--- src/common/clkdiv_config.svh ---
// ########################################
// clock divider bank configuration
// channel count, divisor range, reset hold
// and period counter width
// ########################################
`ifndef CLKDIV_CONFIG_SVH
`define CLKDIV_CONFIG_SVH

// number of divider channels
`define CLKDIV_NUM_CH   4
// largest divisor, also the ring length
`define CLKDIV_MAX_DIV  15
// divisor field width
`define CLKDIV_DIV_W    4
// clk cycles a channel is held in reset after a write
`define CLKDIV_RST_HOLD 2
// period counter width, saturates well above max divisor
`define CLKDIV_PER_W    5

`endif

--- src/common/clkdiv_pkg.sv ---
// ########################################
// clock divider bank types
// write request, live channel config and
// period report structs
// ########################################
`include "clkdiv_config.svh"

package clkdiv_pkg;

   // single-cycle write strobe from outside
   typedef struct packed {
      logic                              valid;
      // target channel
      logic [$clog2(`CLKDIV_NUM_CH)-1:0] ch;
      // divisor, 0 or 1 turns the channel off
      logic [`CLKDIV_DIV_W-1:0]          div;
   } cfg_wr_t;

   // live configuration of one divider channel
   typedef struct packed {
      logic [`CLKDIV_DIV_W-1:0] div;
      // local reset, held low after a change and while disabled
      logic                     ch_rst_b;
   } ch_cfg_t;

   // period report of one channel
   typedef struct packed {
      // one-cycle strobe
      logic                     valid;
      // clk cycles between successive rising edges
      logic [`CLKDIV_PER_W-1:0] period;
   } meas_t;

   // one entry per channel
   typedef ch_cfg_t [`CLKDIV_NUM_CH-1:0] ch_cfg_vec_t;
   typedef meas_t   [`CLKDIV_NUM_CH-1:0] meas_vec_t;

endpackage

--- src/clkdiv/clkdiv_ring.sv ---
// ########################################
// clkdiv_ring
// ring-shift clock divider for divisors
// 2..MAX_DIV with a falling edge half stage
// that gives odd divisors near 50% duty
// ########################################
`timescale 1ns/100ps
`include "clkdiv_config.svh"

module clkdiv_ring (
   input  logic                clk,
   input  logic                rst_b,
   input  clkdiv_pkg::ch_cfg_t cfg,
   output logic                div_clk
);

   localparam int MAX = `CLKDIV_MAX_DIV;

   // upper ring bits only since bit 0 lives in its own toggle stage
   logic [MAX-1:1] ring_q;
   logic           bit0_q;
   logic [MAX-1:0] ring_cur;
   logic [MAX-1:0] ring_rot;
   logic [MAX-1:0] ring_nxt;
   logic [MAX-1:0] ring_init;
   logic           bit0_tgl;
   // half-cycle delayed copy of bit 0
   logic           neg_q;

   assign ring_cur = {ring_q, bit0_q};

   // rotate one step toward bit 0
   assign ring_rot = {ring_cur[0], ring_cur[MAX-1:1]};

   // recirculate bit 0 into position div-1 so the loop is div long
   always_comb begin
      for (int i = 0; i < MAX; i++) begin
         if (i == int'(cfg.div) - 1)
            ring_nxt[i] = ring_cur[0];
         else if (i < int'(cfg.div) - 1)
            ring_nxt[i] = ring_rot[i];
         else
            ring_nxt[i] = 1'b0;
      end
   end

   // preload sets bits 1..div/2 high and the rest low
   // bit 0 starts low so the first rise comes one step after release
   always_comb begin
      for (int i = 0; i < MAX; i++) begin
         ring_init[i] = (i >= 1) && (i <= int'(cfg.div >> 1));
      end
   end

   // toggle stage flips only when the ring presents a new level
   assign bit0_tgl = ring_nxt[0] ^ bit0_q;

   always_ff @(posedge clk or negedge rst_b) begin
      if (!rst_b) begin
         ring_q <= '0;
         bit0_q <= 1'b0;
      end else if (!cfg.ch_rst_b) begin
         // divisor only changes while the channel sits here
         ring_q <= ring_init[MAX-1:1];
         bit0_q <= ring_init[0];
      end else begin
         ring_q <= ring_nxt[MAX-1:1];
         bit0_q <= bit0_q ^ bit0_tgl;
      end
   end

   // falling edge stage delays bit 0 by half a clk
   always_ff @(negedge clk or negedge rst_b) begin
      if (!rst_b)
         neg_q <= 1'b0;
      else if (!cfg.ch_rst_b)
         neg_q <= 1'b0;
      else
         neg_q <= bit0_q;
   end

   // odd divisor stretches the high phase by half a cycle
   assign div_clk = bit0_q | (neg_q & cfg.div[0]);

endmodule

--- src/verilog/clkdiv_cfg_regs.sv ---
// ########################################
// clkdiv_cfg_regs
// per-channel divisor registers written by
// strobe, holds a channel in local reset
// after each change and while disabled
// ########################################
`timescale 1ns/100ps
`include "clkdiv_config.svh"

module clkdiv_cfg_regs (
   input  logic                    clk,
   input  logic                    rst_b,
   input  clkdiv_pkg::cfg_wr_t     wr,
   output clkdiv_pkg::ch_cfg_vec_t ch_cfg
);

   localparam int NUM_CH = `CLKDIV_NUM_CH;
   localparam int CH_W   = $clog2(`CLKDIV_NUM_CH);
   localparam int DIV_W  = `CLKDIV_DIV_W;
   localparam int HOLD_W = $clog2(`CLKDIV_RST_HOLD + 1);
   localparam logic [HOLD_W-1:0] HOLD_LOAD = HOLD_W'(`CLKDIV_RST_HOLD);

   // stored divisor per channel
   logic [DIV_W-1:0]  div_q  [NUM_CH];
   // divisor of 2 or more
   logic [NUM_CH-1:0] en_q;
   // registered local reset, active low
   logic [NUM_CH-1:0] rst_b_q;
   // reset hold countdown
   logic [HOLD_W-1:0] hold_q [NUM_CH];
   // write addressed to channel i
   logic [NUM_CH-1:0] hit;

   always_comb begin
      for (int i = 0; i < NUM_CH; i++) begin
         hit[i] = wr.valid && (wr.ch == CH_W'(i));
      end
   end

   always_ff @(posedge clk or negedge rst_b) begin
      if (!rst_b) begin
         // all channels come up off, divisor 0
         for (int i = 0; i < NUM_CH; i++) begin
            div_q[i]   <= '0;
            en_q[i]    <= 1'b0;
            rst_b_q[i] <= 1'b0;
            hold_q[i]  <= '0;
         end
      end else begin
         for (int i = 0; i < NUM_CH; i++) begin
            if (hit[i]) begin
               div_q[i]   <= wr.div;
               // the one place below-2 becomes disable
               en_q[i]    <= (wr.div >= DIV_W'(2));
               rst_b_q[i] <= 1'b0;
               hold_q[i]  <= HOLD_LOAD;
            end else if (hold_q[i] != '0) begin
               hold_q[i]  <= hold_q[i] - 1'b1;
               // release on the last hold cycle, unless disabled
               rst_b_q[i] <= (hold_q[i] == HOLD_W'(1)) && en_q[i];
            end else begin
               rst_b_q[i] <= en_q[i];
            end
         end
      end
   end

   always_comb begin
      for (int i = 0; i < NUM_CH; i++) begin
         ch_cfg[i].div      = div_q[i];
         ch_cfg[i].ch_rst_b = rst_b_q[i];
      end
   end

endmodule

--- src/verilog/clkdiv_period_meter.sv ---
// ########################################
// clkdiv_period_meter
// samples each divided clock in the clk
// domain and reports clk cycles between
// successive rising edges as strobes
// ########################################
`timescale 1ns/100ps
`include "clkdiv_config.svh"

module clkdiv_period_meter (
   input  logic                        clk,
   input  logic                        rst_b,
   input  logic [`CLKDIV_NUM_CH-1:0]   div_clk,
   input  clkdiv_pkg::ch_cfg_vec_t     ch_cfg,
   output clkdiv_pkg::meas_vec_t       meas
);

   localparam int NUM_CH = `CLKDIV_NUM_CH;
   localparam int PER_W  = `CLKDIV_PER_W;
   localparam logic [PER_W-1:0] PER_MAX = '1;

   // sampler, first stage takes the divided clock
   logic [NUM_CH-1:0] samp_q;
   // previous sampled value
   logic [NUM_CH-1:0] prev_q;
   logic [NUM_CH-1:0] rise;
   // first rise after channel reset seen
   logic [NUM_CH-1:0] armed_q;
   // clk cycles since last rise
   logic [PER_W-1:0]  cnt_q [NUM_CH];
   // report registers
   logic [NUM_CH-1:0] valid_q;
   logic [PER_W-1:0]  per_q [NUM_CH];

   always_ff @(posedge clk or negedge rst_b) begin
      if (!rst_b) begin
         samp_q <= '0;
         prev_q <= '0;
      end else begin
         samp_q <= div_clk;
         prev_q <= samp_q;
      end
   end

   assign rise = samp_q & ~prev_q;

   always_ff @(posedge clk or negedge rst_b) begin
      if (!rst_b) begin
         armed_q <= '0;
         valid_q <= '0;
         for (int i = 0; i < NUM_CH; i++) begin
            cnt_q[i] <= '0;
         end
      end else begin
         for (int i = 0; i < NUM_CH; i++) begin
            if (!ch_cfg[i].ch_rst_b) begin
               // channel in local reset, forget history
               armed_q[i] <= 1'b0;
               valid_q[i] <= 1'b0;
               cnt_q[i]   <= '0;
            end else if (rise[i]) begin
               // first rise only arms
               armed_q[i] <= 1'b1;
               valid_q[i] <= armed_q[i];
               // count starts at 1 so a rise div cycles later reads div
               cnt_q[i]   <= PER_W'(1);
            end else begin
               valid_q[i] <= 1'b0;
               if (cnt_q[i] != PER_MAX)
                  cnt_q[i] <= cnt_q[i] + 1'b1;
            end
         end
      end
   end

   // period payload, captured on every rise
   always_ff @(posedge clk) begin
      for (int i = 0; i < NUM_CH; i++) begin
         if (rise[i])
            per_q[i] <= cnt_q[i];
      end
   end

   always_comb begin
      for (int i = 0; i < NUM_CH; i++) begin
         meas[i].valid  = valid_q[i];
         meas[i].period = per_q[i];
      end
   end

endmodule

--- src/verilog/clkdiv_bank_top.sv ---
// ########################################
// clkdiv_bank_top
// bank of programmable clock dividers:
// register block, divider channels and
// period meter
// ########################################
`timescale 1ns/100ps
`include "clkdiv_config.svh"

module clkdiv_bank_top (
   input  logic                  clk,
   input  logic                  rst_b,
   input  clkdiv_pkg::cfg_wr_t   wr,
   output clkdiv_pkg::meas_vec_t meas
);

   import clkdiv_pkg::*;

   // live per-channel divisor and local reset
   ch_cfg_vec_t                ch_cfg;
   // one divided clock per channel
   logic [`CLKDIV_NUM_CH-1:0] div_clk;

   clkdiv_cfg_regs clkdiv_cfg_regs_i (
      .clk    (clk),
      .rst_b  (rst_b),
      .wr     (wr),
      .ch_cfg (ch_cfg)
   );

   // one ring divider per channel
   for (genvar i = 0; i < `CLKDIV_NUM_CH; i++) begin : g_ch
      clkdiv_ring clkdiv_ring_i (
         .clk     (clk),
         .rst_b   (rst_b),
         .cfg     (ch_cfg[i]),
         .div_clk (div_clk[i])
      );
   end

   // meter uses the local resets to drop stale edges
   clkdiv_period_meter clkdiv_period_meter_i (
      .clk     (clk),
      .rst_b   (rst_b),
      .div_clk (div_clk),
      .ch_cfg  (ch_cfg),
      .meas    (meas)
   );

endmodule

--- config.mk ---
export PLATFORM = sky130hd
export DESIGN_NAME = clkdiv_bank_top
export DESIGN_NICKNAME = d
export VERILOG_FILES = /design/src/common/clkdiv_pkg.sv /design/src/clkdiv/clkdiv_ring.sv /design/src/verilog/clkdiv_cfg_regs.sv /design/src/verilog/clkdiv_period_meter.sv /design/src/verilog/clkdiv_bank_top.sv
export VERILOG_INCLUDE_DIRS = /design/src /design/src/common
export SDC_FILE = /design/constraint.sdc
export NUM_CORES = 1
export LEC_CHECK = 0
export ABC_AREA = 1
export BUFFER_PORTS_ARGS = -buffer_cell sky130_fd_sc_hd__buf_2
export CELL_PAD_IN_SITES_DETAIL_PLACEMENT = 1
export CELL_PAD_IN_SITES_GLOBAL_PLACEMENT = 1
export CORE_MARGIN = 2
export CORE_UTILIZATION = 45
export CTS_CLUSTER_DIAMETER = 200
export DETAILED_ROUTE_END_ITERATION = 7
export GPL_ROUTABILITY_DRIVEN = 0
export PLACE_DENSITY_LB_ADDON = 0.08
export REMOVE_ABC_BUFFERS = 1
export SETUP_SLACK_MARGIN = 0.05
export SLEW_MARGIN = 30
export SYNTH_ARGS = -nofsm -noshare
export SYNTH_HDL_FRONTEND = slang
export SYNTH_HIERARCHICAL = 1
export SYNTH_SLANG_ARGS = --single-unit
--- constraint.sdc ---
create_clock -name clk -period 3.85 [get_ports clk]
set_input_delay 0.1925 -clock clk [delete_from_list [all_inputs] [get_ports clk]]
set_output_delay 0.1925 -clock clk [all_outputs]
set_load 0.01 [all_outputs]
* Word level (Yosys, flattened, before mapping)
Memory sizes are Yosys's and may differ from the RTL's.
Index checks and enable logic that the tools add are counted.
** Word-level totals
- Register bits :: 132
- Memory bits (writable) :: 20
- Input bits :: 9
- Output and inout port bits :: 24
- Word-level logic and storage cells :: 464
- Memories :: 1
** Cells by class
- $add $sub $neg :: 12
- $lt $le $gt $ge :: 117
- Eq/ne operators :: 75
- Muxes and demuxes :: 184
- Bitwise logic cells :: 18
- Reductions and logical operators :: 21
** Memory list
- clkdiv_period_meter_i.per_q :: words 4, width 5, rd ports 4, clocked after Yosys merged registers in 0, write ports 4, line clkdiv_period_meter.sv:33 : logic [PER_W-1:0] per_q [NUM_CH];
** Operators by type and width (number)
- $eq 5x32->1 const A :: 28
- $lt 5x32->1 const A :: 28
- $eq 4x32->1 const A :: 16
- $lt 4x32->1 const A :: 16
- $eq 3x32->1 const A :: 8
- $lt 3x32->1 const A :: 8
- $mux 1 :: 160
- $eq 2x32->1 const A :: 4
- $logic_not 32->1 :: 4
- $lt 1x32->1 const A :: 4
- $lt 2x32->1 const A :: 4
- $le 4x3->1 const A :: 28
- $mux 5 :: 12
- $mux 14 :: 4
- $le 3x3->1 const A :: 16
- $le 2x3->1 const A :: 8
- $add 5x1->5 const B :: 4
- $ne 5x5->1 const B :: 4
- $sub 4x1->5 const B :: 4
- $mux 2 :: 8
- $reduce_bool 2->1 :: 8
- $le 1x3->1 const A :: 4
- $ne 3x1->1 const B :: 4
- $eq 2x1->1 const B :: 5
- other kinds (11) :: 38

* Logic depth before layout (Yosys ltp)
- Depth after elaboration :: 7
- Gate-level depth with buffers :: 14
- Gate-level depth less buffers :: 14

* By module
Netlist, hierarchy kept.
** Modules (own cells, without submodules)
- clkdiv_ring (g_ch[0].clkdiv_ring_i ...) :: times used 3, cells each 152, area an instance 1111.1 sq um, seq. area each 400.4 sq um
- clkdiv_period_meter :: times used 1, cells each 194, area an instance 2169.6 sq um, seq. area each 1501.4 sq um
- clkdiv_cfg_regs :: times used 1, cells each 151, area an instance 1386.3 sq um, seq. area each 800.8 sq um
- clkdiv_ring (g_ch[3].clkdiv_ring_i) :: times used 1, cells each 146, area an instance 1108.6 sq um, seq. area each 400.4 sq um

==> impl_metrics.env <==
export IMPL_cts_max_level=4
export IMPL_syn_area_um2=7998
export IMPL_hold_violations=0
export IMPL_stdcell_count=1231
export IMPL_core_um2=17360
export IMPL_synth_edff_count=20
export IMPL_vias=6670
export IMPL_internal_power_mw=3.334
export IMPL_clock_latency_ps=430
export IMPL_synthMuxAreaShare_pct=0
export IMPL_grtUsageTotal_pct=23.86
export IMPL_ys_warn_count=6
export IMPL_netlist_instances=947
export IMPL_die_h_um=137.3
export IMPL_ys_seq_area_share_pct=48.81
export IMPL_r2r_slack_ps=960
export IMPL_num_io_pins=33
export IMPL_setup_ws_ps=959.4
export IMPL_antenna_found_initial=0
export IMPL_ant_nets=0
export IMPL_arrival_ps=1210
export IMPL_grt_pass1_vias=7120
export IMPL_drv_cap=0
export IMPL_placed_cells=1198
export IMPL_dpl_hpwl_mm=15.05
export IMPL_critical_path_class="reg -> reg"
export IMPL_syn_to_final_growth_pct=12.27
export IMPL_root_buffer="clkbuf_16"
export IMPL_start_util_pct=46.08
export IMPL_post_synth_cell_area_avg_um2=8.445
export IMPL_grt_pass1_wl_mm=35.02
export IMPL_fp_row_count=48
export IMPL_synth_area_leader_cell="dfrtp_1"
export IMPL_tightest_slew_ps=623.1
export IMPL_nFillCells=2100
export IMPL_cts_tree="built"
export IMPL_final_util_pct=51.73
export IMPL_max_vdd_ir_drop_mv=0.3432
export IMPL_status="finished, final reports clean"
export IMPL_synth_async_reset_ratio_pct=86.84
export IMPL_r2r_cells=2
export IMPL_ys_ff_latch=152
export IMPL_p_leak_nw=4.206
export IMPL_dr_first_iter_drc_count=380
export IMPL_clk_path_buf_depth=2
export IMPL_powerDensity_nw_per_um2=607.7
export IMPL_synth_top_family_by_area="simple AND/OR/NAND/NOR gates"
export IMPL_path_clk_slew_ps=60
export IMPL_synth_fa_ha_area_share_pct=5.632
export IMPL_wire_per_inst_um=16.79
export IMPL_nNetsFinal=1038
export IMPL_holdPathStages=3
export IMPL_pwr_share_clk_pct=28.8
export IMPL_drt_pass1_iter_count=4
export IMPL_via_per_inst=5.418
export IMPL_synthSimpleGateAreaFrac_pct=27.68
export IMPL_place_ws_ps=1018
export IMPL_final_layout_size_suffix_gt1_share_pct=14.51
export IMPL_drt_total_wl_mm=20.66
export IMPL_synth_area_top_cells="dfrtp_1 40%, nand2_1 9.9%, edfxtp_1 7.5%"
export IMPL_synth_flop_cell="dfrtp_1"
export IMPL_cts_setup_buffers=0
export IMPL_skew_ps=30.05
export IMPL_setup_viol=0
export IMPL_synth_compound_area_share_pct=10.53
export IMPL_cp_max_fo=9
export IMPL_hold_class="in -> reg"
export IMPL_netlist_area_leader_share_pct=40.05
export IMPL_portBuffers=32
export IMPL_p_comb_share_pct=32.1
export IMPL_grt_overflow=0
export IMPL_drc=0
export IMPL_cts_made_buffers=17
export IMPL_seqPwrFrac_pct=39.1
export IMPL_cts_sinks=152
export IMPL_slew_headroom_pct=58.46
export IMPL_die_x_um=137.3
export IMPL_diodes=0
export IMPL_netSwitchingFraction_pct=38.89
export IMPL_yosys_cell_types_count=40
export IMPL_fin_setup_tns_ps=0
export IMPL_switchingPower_mw=2.122
export IMPL_worstPathRequired_ps=2170
export IMPL_synthXorXnorAreaFrac_pct=0.5476
export IMPL_critPathLaunchType="register"
export IMPL_cp_end_kind="register"
export IMPL_grt_max_degree=68
export IMPL_dieArea_um2=18860
export IMPL_rsz0062_at_grt="false"
export IMPL_maxSlewViolCount=0
## through the flow
step                power, mW  hold WS (ps)  instance area (um2)
floorplan               3.342        -103.1                 7933
global placement        3.840         115.3                 8426
CTS                     5.502         60.79                 8975
global route            5.843         79.43                 8979
finish                  5.457         77.46                 8979
detailed placement      3.903         112.2                 8426
## Yosys cell counts (6+ instances only)
library cell / count
o21ai_1: 32
nor2_1: 77
inv_2: 20
nand2_4: 7
ha_1: 36
dfrtp_1: 128
nor4_1: 7
o211ai_1: 6
nor3_1: 18
o21ai_0: 52
nand2_2: 12
a21oi_1: 41
nor2_2: 14
nand2_1: 212
nor2_4: 12
and3_1: 7
edfxtp_1: 20
inv_1: 98
nand4_1: 26
nand3_1: 61
a31oi_1: 7
## power by group through the flow
stage	clock [mW]	combinational, mW	sequential [mW]
6_report	1.57	1.75	2.14
4_1_cts	1.61	1.76	2.14
2_1_floorplan	0	1.19	2.15
5_1_grt	1.67	2.00	2.18
3_5_place_dp	0	1.74	2.16
3_3_place_gp	0	1.69	2.15
## cell families (layout without fill, tap and decap cells)
family,Yosys count,in the layout
and+or+nand+nor,463,463
AOI/OAI and AO/OA,154,154
DFF,152,152
buffers and inverters,137,196
adders and majority gates,36,36
xor gates and xnor gates,5,5
## worst max-delay path, stage by stage (launching register included)
cell and delay (ps):
dfrtp_1 500, nand2_1 200, inv_1 80
## state kept, by name (all words and copies together) (netlist names), 8 cells and up
signal                       count
g_ch.clkdiv_ring_i/ring_q       56
clkdiv_period_meter_i/cnt_q     20
clkdiv_period_meter_i/per_q     20
clkdiv_cfg_regs_i/ch_cfg        16
clkdiv_cfg_regs_i/hold_q         8
## worst paths after layout
| path | startpoint | to |
|---|---|---|
| setup / recovery | g_ch[0].clkdiv_ring_i/bit0_q | g_ch[0].clkdiv_ring_i/neg_q |
| hold / removal | wr[2] | clkdiv_cfg_regs_i/ch_cfg[3] |
| setup reg to reg | g_ch[0].clkdiv_ring_i/bit0_q | g_ch[0].clkdiv_ring_i/neg_q |
| hold reg to reg | clkdiv_period_meter_i/samp_q[3] | clkdiv_period_meter_i/prev_q[3] |
| max in group asynchronous | rst_b | g_ch[1].clkdiv_ring_i/neg_q |
| min in group asynchronous | rst_b | clkdiv_period_meter_i/cnt_q[13] |
## area by class of cell
| type | instances | area (um2) | share of cell area, % |
|---|---|---|---|
| Clock buffer | 19 | 432.9 | 4.822 |
| Clock inverter | 13 | 106.4 | 1.185 |
| Inverter | 125 | 479.2 | 5.337 |
| Multi-Input combinational cell | 658 | 3550 | 39.53 |
| Sequential cell | 152 | 3904 | 43.48 |
| Tap cell | 225 | 281.5 | 3.135 |
| Timing Repair Buffer | 39 | 225.2 | 2.508 |
## cells in the final DEF, fill, tap and decap left out, drive strengths merged, types with 2 or more instances in the layout
master	count
nor4	7
ha	36
nand4	26
o41ai	3
nor3	24
clkinv	10
inv	123
and3	7
nand3	65
clkbuf	19
o31ai	2
a21oi	41
o21ai	84
o211ai	6
o21bai	3
nor2	103
buf	38
edfxtp	20
a31oi	7
nand2	231
a22oi	3
o311ai	2
dfrtn	4
clkinvlp	4
dfrtp	128
xor2	5
## per-layer routing
layer / global-route usage [%] / share of wire (%) / vias up
li1: - / - / 3240
met1: 31.61 / 47 / 3311
met2: 39.99 / 49 / 96
met3: 4.820 / 2.9 / 23
met4: 6.243 / 1.3 / 0
met5: 0 / 0 / -
## repair_timing
action | 4_1_cts | 5_1_grt
endpoints found under the hold margin | 27 | 0
hold buffers | 1 | 0
resized for setup | 0 | 0
Power figures use the tool's default switching activity.
